**src/hdl/mapper_params.svh**
```systemverilog
`ifndef MAPPER_PARAMS_SVH
`define MAPPER_PARAMS_SVH

// architectural register file seen by software
`define MAPPER_ARCH_REGS 32

// physical registers behind the rename map
`define MAPPER_PHYS_REGS 64

// physical tag width, log2 of the physical register count
`define MAPPER_TAG_W 6

// reorder buffer index width, 128 entries
`define MAPPER_ROB_W 7

`endif

```
**src/hdl/mapper_pkg.sv**
```systemverilog
`include "mapper_params.svh"

package mapper_pkg;

    // arch register index width
    localparam int ARCH_W = $clog2(`MAPPER_ARCH_REGS);

    // tags beyond the identity mapping start out free
    localparam int FL_DEPTH = `MAPPER_PHYS_REGS - `MAPPER_ARCH_REGS;

    // register form, form bit clear
    typedef struct packed {
        logic              form;
        logic [5:0]        opcode;
        logic [ARCH_W-1:0] dest;
        logic [ARCH_W-1:0] src1;
        logic [ARCH_W-1:0] src2;
        logic [9:0]        unused;
    } mapper_rform_t;

    // immediate form, form bit set
    typedef struct packed {
        logic              form;
        logic [5:0]        opcode;
        logic [ARCH_W-1:0] dest;
        logic [ARCH_W-1:0] src1;
        logic [14:0]       imm;
    } mapper_iform_t;

    // form bit picks the view, top bits shared
    typedef union packed {
        mapper_rform_t r;
        mapper_iform_t i;
    } mapper_insn_u;

endpackage

```
**src/hdl/src_lookup.sv**
```systemverilog
`timescale 1ns/1ps

`include "mapper_params.svh"

module src_lookup
    import mapper_pkg::*;
(
    input  logic                     clk,
    input  logic                     reset,
    input  mapper_insn_u             insn,
    input  logic                     rename_fire,
    input  logic [`MAPPER_TAG_W-1:0] new_tag,
    input  logic                     wb_valid,
    input  logic [`MAPPER_TAG_W-1:0] wb_tag,
    output logic [`MAPPER_TAG_W-1:0] src1_tag,
    output logic                     src1_rdy,
    output logic [`MAPPER_TAG_W-1:0] src2_tag,
    output logic                     src2_rdy,
    output logic [`MAPPER_TAG_W-1:0] old_tag
);

    localparam int TAG_W = `MAPPER_TAG_W;

    // speculative alias table, arch reg -> phys tag
    logic [TAG_W-1:0] alias_tab [`MAPPER_ARCH_REGS];

    // one bit per physical register, set once the value exists
    logic [`MAPPER_PHYS_REGS-1:0] ready_tab;

    logic reg_form;
    logic src1_wb_hit;
    logic src2_wb_hit;

    assign reg_form = ~insn.r.form;

    // source lookups, purely combinational
    assign src1_tag = alias_tab[insn.r.src1];
    assign src2_tag = reg_form ? alias_tab[insn.r.src2] : '0; // no src2 for imm form
    assign old_tag  = alias_tab[insn.r.dest];                 // dest sits in both views

    // writeback landing this cycle counts as ready
    assign src1_wb_hit = wb_valid && (wb_tag == src1_tag);
    assign src2_wb_hit = wb_valid && (wb_tag == src2_tag);

    assign src1_rdy = ready_tab[src1_tag] | src1_wb_hit;
    assign src2_rdy = reg_form & (ready_tab[src2_tag] | src2_wb_hit);

    // alias table update
    always_ff @(posedge clk) begin
        if (reset) begin
            for (int i = 0; i < `MAPPER_ARCH_REGS; i++) begin
                alias_tab[i] <= TAG_W'(i); // identity map
            end
        end else if (rename_fire) begin
            alias_tab[insn.r.dest] <= new_tag;
        end
    end

    // ready table update
    always_ff @(posedge clk) begin
        if (reset) begin
            ready_tab <= '1;
        end else begin
            if (wb_valid) begin
                ready_tab[wb_tag] <= 1'b1;
            end
            // fresh destination has no value yet, wins over a stale writeback
            if (rename_fire) begin
                ready_tab[new_tag] <= 1'b0;
            end
        end
    end

endmodule

```
**src/hdl/dest_alloc.sv**
```systemverilog
`timescale 1ns/1ps

`include "mapper_params.svh"

module dest_alloc
    import mapper_pkg::*;
(
    input  logic                     clk,
    input  logic                     reset,
    input  logic                     rename_fire,
    input  logic                     free_valid,
    input  logic [`MAPPER_TAG_W-1:0] free_tag,
    output logic [`MAPPER_TAG_W-1:0] new_tag,
    output logic                     fl_empty
);

    localparam int TAG_W = `MAPPER_TAG_W;
    localparam int PTR_W = $clog2(FL_DEPTH);

    logic [TAG_W-1:0] fl_mem [FL_DEPTH];
    logic [PTR_W-1:0] head;  // next tag handed out
    logic [PTR_W-1:0] tail;  // next slot for a returned tag
    logic [PTR_W:0]   count; // 0 .. FL_DEPTH

    assign new_tag  = fl_mem[head];
    assign fl_empty = (count == '0);

    // queue storage, preloaded with the tags above the identity map
    always_ff @(posedge clk) begin
        if (reset) begin
            for (int i = 0; i < FL_DEPTH; i++) begin
                fl_mem[i] <= TAG_W'(`MAPPER_ARCH_REGS + i);
            end
        end else if (free_valid) begin
            fl_mem[tail] <= free_tag;
        end
    end

    // pointers wrap on their own, depth is a power of two
    always_ff @(posedge clk) begin
        if (reset) begin
            head  <= '0;
            tail  <= '0; // full queue, tail meets head
            count <= (PTR_W + 1)'(FL_DEPTH);
        end else begin
            if (rename_fire) begin
                head <= head + 1'b1;
            end
            if (free_valid) begin
                tail <= tail + 1'b1;
            end
            case ({free_valid, rename_fire})
                2'b10:   count <= count + 1'b1;
                2'b01:   count <= count - 1'b1;
                default: count <= count; // push and pop cancel
            endcase
        end
    end

endmodule

```
**src/hdl/dispatch.sv**
```systemverilog
`timescale 1ns/1ps

`include "mapper_params.svh"

module dispatch
    import mapper_pkg::*;
(
    input  logic                     clk,
    input  logic                     reset,
    input  logic                     insn_valid,
    input  mapper_insn_u             insn,
    input  logic [31:0]              pc,
    input  logic                     except_in,
    input  logic                     rob_full,
    input  logic [`MAPPER_ROB_W-1:0] rob_entry_in,
    input  logic [`MAPPER_TAG_W-1:0] src1_tag,
    input  logic                     src1_rdy,
    input  logic [`MAPPER_TAG_W-1:0] src2_tag,
    input  logic                     src2_rdy,
    input  logic [`MAPPER_TAG_W-1:0] old_tag,
    input  logic [`MAPPER_TAG_W-1:0] new_tag,
    input  logic                     fl_empty,
    output logic                     rename_fire,
    output logic                     stall,
    output logic                     alloc_rob,
    output logic [5:0]               uop_out,
    output logic [`MAPPER_TAG_W-1:0] op1_tag,
    output logic                     op1_rdy,
    output logic [`MAPPER_TAG_W-1:0] op2_tag,
    output logic                     op2_rdy,
    output logic [14:0]              op2_imm,
    output logic                     use_imm,
    output logic [ARCH_W-1:0]        dest_arch,
    output logic [`MAPPER_TAG_W-1:0] dest_tag,
    output logic [`MAPPER_TAG_W-1:0] dest_oldtag,
    output logic [31:0]              pc_out,
    output logic [`MAPPER_ROB_W-1:0] rob_entry_out,
    output logic                     except_out
);

    logic imm_form;

    // accept only with room in the rob and a free tag
    assign rename_fire = insn_valid & ~rob_full & ~fl_empty;
    assign stall       = insn_valid & ~rename_fire;

    assign imm_form = insn.i.form;

    always_ff @(posedge clk) begin
        if (reset) begin
            alloc_rob <= 1'b0;
        end else begin
            alloc_rob <= rename_fire; // one pulse per accepted insn
        end
    end

    // packet toward rs and rob, holds while nothing fires
    always_ff @(posedge clk) begin
        if (rename_fire) begin
            uop_out       <= insn.r.opcode;
            op1_tag       <= src1_tag;
            op1_rdy       <= src1_rdy;
            op2_tag       <= imm_form ? '0 : src2_tag;
            op2_rdy       <= imm_form | src2_rdy;      // immediate is always there
            op2_imm       <= imm_form ? insn.i.imm : '0;
            use_imm       <= imm_form;
            dest_arch     <= insn.r.dest;
            dest_tag      <= new_tag;
            dest_oldtag   <= old_tag;                   // freed at commit
            pc_out        <= pc;
            rob_entry_out <= rob_entry_in;
            except_out    <= except_in;
        end
    end

endmodule

```
**src/hdl/mapper_top.sv**
```systemverilog
`timescale 1ns/1ps

`include "mapper_params.svh"

module mapper_top
    import mapper_pkg::*;
(
    input  logic                     clk,
    input  logic                     reset,
    input  logic                     insn_valid,
    input  mapper_insn_u             insn,
    input  logic [31:0]              pc,
    input  logic                     except_in,
    input  logic                     rob_full,
    input  logic [`MAPPER_ROB_W-1:0] rob_entry_in,
    input  logic                     wb_valid,
    input  logic [`MAPPER_TAG_W-1:0] wb_tag,
    input  logic                     free_valid,
    input  logic [`MAPPER_TAG_W-1:0] free_tag,
    output logic                     stall,
    output logic                     alloc_rob,
    output logic [5:0]               uop_out,
    output logic [`MAPPER_TAG_W-1:0] op1_tag,
    output logic                     op1_rdy,
    output logic [`MAPPER_TAG_W-1:0] op2_tag,
    output logic                     op2_rdy,
    output logic [14:0]              op2_imm,
    output logic                     use_imm,
    output logic [ARCH_W-1:0]        dest_arch,
    output logic [`MAPPER_TAG_W-1:0] dest_tag,
    output logic [`MAPPER_TAG_W-1:0] dest_oldtag,
    output logic [31:0]              pc_out,
    output logic [`MAPPER_ROB_W-1:0] rob_entry_out,
    output logic                     except_out
);

    logic [`MAPPER_TAG_W-1:0] src1_tag;
    logic                     src1_rdy;
    logic [`MAPPER_TAG_W-1:0] src2_tag;
    logic                     src2_rdy;
    logic [`MAPPER_TAG_W-1:0] old_tag;
    logic [`MAPPER_TAG_W-1:0] new_tag;
    logic                     fl_empty;
    logic                     rename_fire; // single accept pulse to both sides

    // source side
    src_lookup i_src_lookup (
        .clk         (clk),
        .reset       (reset),
        .insn        (insn),
        .rename_fire (rename_fire),
        .new_tag     (new_tag),
        .wb_valid    (wb_valid),
        .wb_tag      (wb_tag),
        .src1_tag    (src1_tag),
        .src1_rdy    (src1_rdy),
        .src2_tag    (src2_tag),
        .src2_rdy    (src2_rdy),
        .old_tag     (old_tag)
    );

    // destination side
    dest_alloc i_dest_alloc (
        .clk         (clk),
        .reset       (reset),
        .rename_fire (rename_fire),
        .free_valid  (free_valid),
        .free_tag    (free_tag),
        .new_tag     (new_tag),
        .fl_empty    (fl_empty)
    );

    dispatch i_dispatch (
        .clk           (clk),
        .reset         (reset),
        .insn_valid    (insn_valid),
        .insn          (insn),
        .pc            (pc),
        .except_in     (except_in),
        .rob_full      (rob_full),
        .rob_entry_in  (rob_entry_in),
        .src1_tag      (src1_tag),
        .src1_rdy      (src1_rdy),
        .src2_tag      (src2_tag),
        .src2_rdy      (src2_rdy),
        .old_tag       (old_tag),
        .new_tag       (new_tag),
        .fl_empty      (fl_empty),
        .rename_fire   (rename_fire),
        .stall         (stall),
        .alloc_rob     (alloc_rob),
        .uop_out       (uop_out),
        .op1_tag       (op1_tag),
        .op1_rdy       (op1_rdy),
        .op2_tag       (op2_tag),
        .op2_rdy       (op2_rdy),
        .op2_imm       (op2_imm),
        .use_imm       (use_imm),
        .dest_arch     (dest_arch),
        .dest_tag      (dest_tag),
        .dest_oldtag   (dest_oldtag),
        .pc_out        (pc_out),
        .rob_entry_out (rob_entry_out),
        .except_out    (except_out)
    );

endmodule

```
**config.mk**
```make
export PLATFORM = sky130hd
export DESIGN_NAME = mapper_top
export DESIGN_NICKNAME = d
export VERILOG_FILES = /design/src/hdl/mapper_pkg.sv /design/src/hdl/src_lookup.sv /design/src/hdl/dest_alloc.sv /design/src/hdl/dispatch.sv /design/src/hdl/mapper_top.sv
export VERILOG_INCLUDE_DIRS = /design/src /design/src/hdl
export SDC_FILE = /design/constraint.sdc
export NUM_CORES = 1
export LEC_CHECK = 0
export BUFFER_PORTS_ARGS = -buffer_cell sky130_fd_sc_hd__clkbuf_2
export CAP_MARGIN = 20
export CELL_PAD_IN_SITES_DETAIL_PLACEMENT = 0
export CELL_PAD_IN_SITES_GLOBAL_PLACEMENT = 1
export CORE_UTILIZATION = 51
export DETAILED_ROUTE_END_ITERATION = 12
export MAX_ROUTING_LAYER = met4
export PLACE_DENSITY = 0.88
export SYNTH_ARGS = -nofsm -noshare
export SYNTH_HDL_FRONTEND = slang
export SYNTH_HIERARCHICAL = 1
export SYNTH_SLANG_ARGS = --single-unit
```
**constraint.sdc**
```tcl
create_clock -name clk -period 15.2 [get_ports clk]
set_input_delay 3.04 -clock clk [delete_from_list [all_inputs] [get_ports clk]]
set_output_delay 3.04 -clock clk [all_outputs]
set_load 0.03 [all_outputs]
```
# Word level (Yosys, flattened, before mapping)
# Memory sizes are Yosys's and may differ from the RTL's. A register that Yosys moved wholly into a read port is not among the register bits.
# Index checks and enable logic that the tools add are counted.
classes:
  div_mod_pow: 0
  addsub: 4
  shift: 0
  magnitude_cmp: 6
  n_mux: 29
  multipliers: 0
  reduce_logical: 8
  eq_ne: 4
  bitwise_logic: 14
ops:
  columns: ["operator", "n"]
  rows:
  - ["$mux 64", 3]
  - ["$and 64x64->64", 1]
  - ["$not 64->64", 1]
  - ["$or 64x64->64", 1]
  - ["$lt 6x7->1 const B", 4]
  - ["$mux 5", 4]
  - ["$mux 6", 3]
  - ["$mux 1", 14]
  - ["$bmux 1 s6", 2]
  - ["$demux 1 s6", 2]
  - ["$eq 6x6->1", 2]
  - ["$ge 6x1->1 const B", 2]
  - ["$pmux 6 s2", 1]
  - ["$reduce_or 6->1", 2]
  - ["$add 5x1->5 const B", 2]
  - ["$add 6x1->6 const B", 1]
  - ["$logic_not 6->1", 1]
  - ["$sub 6x1->6 const B", 1]
  - ["$and 1x1->1", 4]
  - ["$logic_and 1x1->1", 4]
  - ["$not 1->1", 4]
  - ["$or 1x1->1", 3]
  - ["$eq 2x1->1 const B", 1]
  - ["$eq 2x2->1 const B", 1]
  - ["$reduce_bool 2->1", 1]
totals:
  output_inout_bits: 95
  latch_bits: 0
  elab_cells: 84
  mem_bits_ro: 0
  register_bits: 168
  inputBits: 90
  mem_count: 2
  mem_bits_rw: 384
memory_table:
  columns: ["name", "depth", "word_bits", "rd", "rd_clocked_by_memory_dff", "wr", "line_no", "rtl"]
  rows:
  - ["i_dest_alloc.fl_mem", 32, 6, 1, 1, 32, "dest_alloc.sv:20", "logic [TAG_W-1:0] fl_mem [FL_DEPTH];"]
  - ["i_src_lookup.alias_tab", 32, 6, 3, 1, 32, "src_lookup.sv:25", "logic [TAG_W-1:0] alias_tab [`MAPPER_ARCH_REGS];"]

# Depth between registers and ports, before layout
logic_depth:
  depth_word: 9
  mapped_depth: 16
  depth_no_buf: 11

# Cells and area by module
# Netlist, hierarchy kept.
modules_own_cells:
  columns: ["module", "seq_area_each_um2", "area_per_inst_um2", "cells_per_inst", "instances"]
  rows:
  - ["src_lookup", 7046.8, 16354.4, 1369, 1]
  - ["dest_alloc", 6185.9, 10080.9, 790, 1]
  - ["dispatch", 2812.7, 2999.1, 121, 1]

# Worst setup path after synthesis
# Ideal clock, no wire load.
synth_path:
  kind: "input to register"
  startpoint: "input rob_full"
  endpoint: "register i_dest_alloc.count[4]"
  path_stages: 9
  n_path_buf: 1
  required_ps: 15079
  path_slack_ps: 1897
  setup_ps: 121
  arrival_ps: 13182
  cell_sequence: "nor3b_1 ha_1 buf_1 xor2_1 ha_1 a21oi_1 or3_1 a31oi_1 mux2_2"
synth_between:
  elab_chain_len: 5
  word_cells_on_any_way: 7
  cone_classes: "eq/ne: 2; mux: 1; bitwise: 3; reduce/logical: 1"
synth_rtl:
  columns: ["item", "line_no", "rtl"]
  rows:
  - ["start: declaration", "mapper_top.sv:14", "input logic rob_full,"]
  - ["$not 1->1 (*)", "dispatch.sv:44", "assign rename_fire = insn_valid & ~rob_full & ~fl_empty;"]
  - ["$and 1x1->1 (*) (2 in a row)", "dispatch.sv:44", null]
  - ["$eq 2x1->1 or $eq 2x2->1 (tied branches)", "dest_alloc.sv:52", "case ({free_valid, rename_fire})"]
  - ["$pmux 6 s2 or $reduce_bool 2->1 (tied branches)", null, null]
  - ["end signal: assignment", "dest_alloc.sv:53", "2'b10: count <= count + 1'b1;"]
  - ["end signal: assignment", "dest_alloc.sv:54", "2'b01: count <= count - 1'b1;"]
  - ["end signal: assignment", "dest_alloc.sv:55", "default: count <= count;"]
  - ["end: declaration", "dest_alloc.sv:23", "logic [PTR_W:0] count;"]
# Mark *: on every way between the ends. The rest lies on a longest branch, timed or not.
# A chain may end at the register's enable or synchronous reset.

# Final worst setup path
layout_path:
  startpoint: "input insn[11] (netlist bit)"
  endpoint: "register i_dispatch.op2_rdy (data pin)"
layout_between:
  elab_chain_len: 7
  word_cells_on_any_way: 9
  cone_classes: "eq/ne: 1; mux: 3; bitwise: 3; reduce/logical: 1; memory: 1"
layout_rtl:
  columns: ["item", "line_no", "rtl"]
  rows:
  - ["start: declaration", "mapper_top.sv:11", "input mapper_insn_u insn,"]
  - ["$mem_v2 32x6 (*)", null, null]
  - ["$mux 6 (*)", "src_lookup.sv:38", "assign src2_tag = reg_form ? alias_tab[insn.r.src2] : '0;"]
  - ["$bmux 1 s6 or $eq 6x6->1 (tied branches)", "src_lookup.sv:46, src_lookup.sv:43", null]
  - ["$mux 1 (not written as such) or $logic_and 1x1->1 (tied branches)", "src_lookup.sv:46, src_lookup.sv:43", null]
  - ["$or 1x1->1 (*)", "src_lookup.sv:46", "assign src2_rdy = reg_form & (ready_tab[src2_tag] | src2_wb_hit);"]
  - ["$and 1x1->1 (*)", "src_lookup.sv:46", null]
  - ["named net src2_rdy", "mapper_top.sv:40", "logic src2_rdy;"]
  - ["$or 1x1->1 (*)", "dispatch.sv:64", "op2_rdy <= imm_form | src2_rdy;"]
  - ["end signal: assignment", "dispatch.sv:64", null]
  - ["end: declaration", "dispatch.sv:30", "output logic op2_rdy,"]
# The timed path passes the listed nets; every way through them passes the cells marked *. The select of a mux whose other input is x is not followed.

==> results by group <==
Logic synthesis
  • Largest family of logic cells by synthesized area: multiplexers
  • Synthesis Warnings: 6
  • Top-count cell post-synth: edfxtp_1
  • EDFF count, synth: 477
  • Cell variety after synth: 77
  • FF+latch count, synth: 563
  • Post-synthesis simple-gate area fraction: 0.1613
  • Seq/Total Area, Yosys: 0.5451
  • Avg Inst Size Synth: 12.91 sq um
  • Fraction of registers with async set/reset: 0
  • Xor and xnor area share after synthesis: 0.006844
  • Mux cell area share after synthesis: 0.1803
  • Top FF cell, synth: edfxtp_1
  • Mapped Area: 0.02943 sq mm
  • Post-Synth Adder-Cell Area: 0.003401
  • Post-synth top cells: edfxtp_1 (477), nor2_1 (178), and2_1 (164)
  • Post-synth top area share: 0.4866
  • Syn_nets: 2378
  • Cells after synthesis: 2280
  • Compound-gate portion of the synthesized area: 0.06750
  • Synth top area cells: edfxtp_1 (49%), mux4_2 (12%), dfxtp_1 (5.8%)
  • Leading area contributor after synthesis: edfxtp_1

Critical path
  • Crit end category: flip-flop
  • Max stage delay on crit path: 570 ps
  • Critical Path, Cell by Cell: clkbuf_2 > buf_4 > mux4_2 > a22o_1 > a31oi_1 > a21o_1 > buf_4 > mux2i_1 > a22oi_1 > a221o_1 > a31oi_1 > o211ai_2 > or2_1
  • Worst EP required: 15570 ps
  • Reg2reg path depth: 11
  • Critical path's slowest cell: clkbuf_2
  • Worst-path fanout max: 31
  • Worst EP arrival: 7430 ps
  • CP Class: in -> reg
  • CP Launch Type: input port

Die
  • Die X: 242.2 um
  • Initial core utilization: 0.5190
  • Ports: 185
  • Area of the core: 0.05671 sq mm
  • DIE HEIGHT: 242.2 um
  • Die Area: 0.05868 sq mm
  • # rows: 87

Finish
  • Filler Cell Count: 4576
  • Post-route cell area: 0.03253 sq mm
  • Nets@finish: 2453
  • Share of cells above drive strength 1: 0.2390
  • Layout overhead on the synthesized area: 10.51%

Timing
  • Setup Skew: 44.67 ps
  • Fmax: 141.7 MHz
  • Worst Hold Slack: 526.3 ps
  • Slew Viols, Final: 0
  • Worst slew margin: 0.2303
  • Final setup fails: 0
  • Final critical-path required period: 7057 ps
  • Actual slew at the worst max-slew pin: 1150 ps
  • Setup TNS: 0 ps
  • Worst setup margin: 8143 ps
  • Final hold violations: 0
  • Unrepaired setup endpoints after global routing: false
  • Period utilization: 0.4643

Detailed routing
  • Starting DRC count in detailed routing: 2259
  • Drt first pass iters: 6
  • WL final: 80560 um
  • # DRC: 0
  • Post-route ant nets: 0
  • Post-DR wirelength/cell: 25.46 um
  • DR vias/cell: 6.407
  • Routed vias: 20.27k

Placement
  • Final HPWL DP: 53450 um
  • Area post-placement: 0.03058 sq mm
  • Pre-CTS setup slack: 7594 ps
  • Gpl congestion: 0.9758
  • Port-buffer cells: 184

Pwr
  • Pwr/cell area: 110.4 mW/mm^2
  • Leakage power total: 10.95 nW
  • Max IR drop VDD: 88.06 uV
  • Tot Pwr: 3.591 mW

Clocking
  • Clock sink count: 563
  • Clk slew on worst S/H paths: 60 ps
  • H-tree levels: 2
  • Clock buffer depth: 3
  • CTS Root Cell: clkbuf_16
  • Num CTS Buffers: 59
  • Post-CTS Hold Buffers: 0
  • Number of setup buffers added after CTS: 0
  • Clk_lat worst skew: 650 ps
  • CTS tree: built
  • Cts repair resizes: 0

Hold path
  • Worst Hold Class: reg -> reg
  • Hold Path Depth: 2

GRT
  • Largest net degree at the start of global routing: 85
  • First-pass GRT wire length: 121200 um
  • Vias in the first global route: 19.54k
  • Remaining global-route overflow: 0
  • Total GRT Usage: 0.2806
  • Antenna violations before repair: 1

Status
  • Outcome: finished clean

Run
  • Max Cap Violations: 0
## where the power goes
| group | switching (mW) | internal [mW] | leakage [nW] | total, mW |
|---|---|---|---|---|
| clock | 0.616 | 0.815 | 0.936 | 1.43 |
| combinational | 0.277 | 0.141 | 5.12 | 0.418 |
| sequential | 0.0260 | 1.71 | 4.89 | 1.74 |
## worst max-delay path: cells and delay by family
family / cells / cell delay (ps)
buffers and inverters: 3 / 1530
multiplexers: 2 / 850
AO/OA/AOI/OAI: 7 / 1730
AND/OR/NAND/NOR: 1 / 230
## layout by cell type (no fill, tap or decap), drive strengths merged, types with 17 or more instances in the layout
master / instances
a21oi: 86
a22oi: 47
and2: 164
buf: 34
clkbuf: 255
clkinv: 27
dfxtp: 86
edfxtp: 477
inv: 17
mux2i: 123
mux4: 171
nand2: 109
nand3: 40
nor2: 179
nor2b: 23
nor3: 53
o21bai: 68
or2: 73
or3: 150
## kinds of logic (layout without fill, tap and decap cells)
group	after synthesis	count (layout)
mux	310	310
flops	563	563
fa+ha+maj	8	8
compound gates	285	285
other cells	0	2
buf+inv	218	344
simple gates	873	873
xor+xnor	23	23
## worst paths after layout
kind	slack (ps)	end	from
min	530	i_dest_alloc/count[5]	i_dest_alloc/count[5]
max	8140	i_dispatch/op2_rdy	insn[11]
max reg2reg	11280	i_dispatch/op2_rdy	i_src_lookup/alias_tab[4][0]
min reg2reg	530	i_dest_alloc/count[5]	i_dest_alloc/count[5]
## registers in the layout (all words and copies together), names as in the netlist, 7 cells and up, named ones only
name	flops
i_src_lookup/alias_tab	192
i_src_lookup/ready_tab	64
i_dispatch/op2_imm	15
i_dispatch/pc_out	32
i_dispatch/rob_entry_out	7
i_dest_alloc/fl_mem	192
## stage by stage
stage / cells / utilization
floorplan: 2280 / -
global placement: 3050 / 0.5392
detailed placement: 3050 / 0.5392
CTS: 3162 / 0.5735
global route: 3163 / 0.5735
finish: 3164 / 0.5736
## cell type report
| cell class | instances | area [sq um] | area share |
|---|---|---|---|
| diodes | 2 | 5.005 | 0.0001539 |
| well taps | 756 | 945.9 | 0.02908 |
| repair buffers | 215 | 1159 | 0.03562 |
| clock buffers | 74 | 1553 | 0.04773 |
| clock inverters | 38 | 389.1 | 0.01196 |
| multi-input cells | 1499 | 12360 | 0.3801 |
| inverters | 17 | 63.81 | 0.001962 |
| flip-flops and latches | 563 | 16050 | 0.4934 |
## layer usage
metal / up-vias / GRT usage / routed length, um
li1: 8817 / - / -
met1: 10140 / 0.3813 / 32560
met2: 1152 / 0.4378 / 38360
met3: 161 / 0.04010 / 7300
met4: 0 / 0.08954 / 2347
met5: - / - / 0
Power figures use the tool's default switching activity.
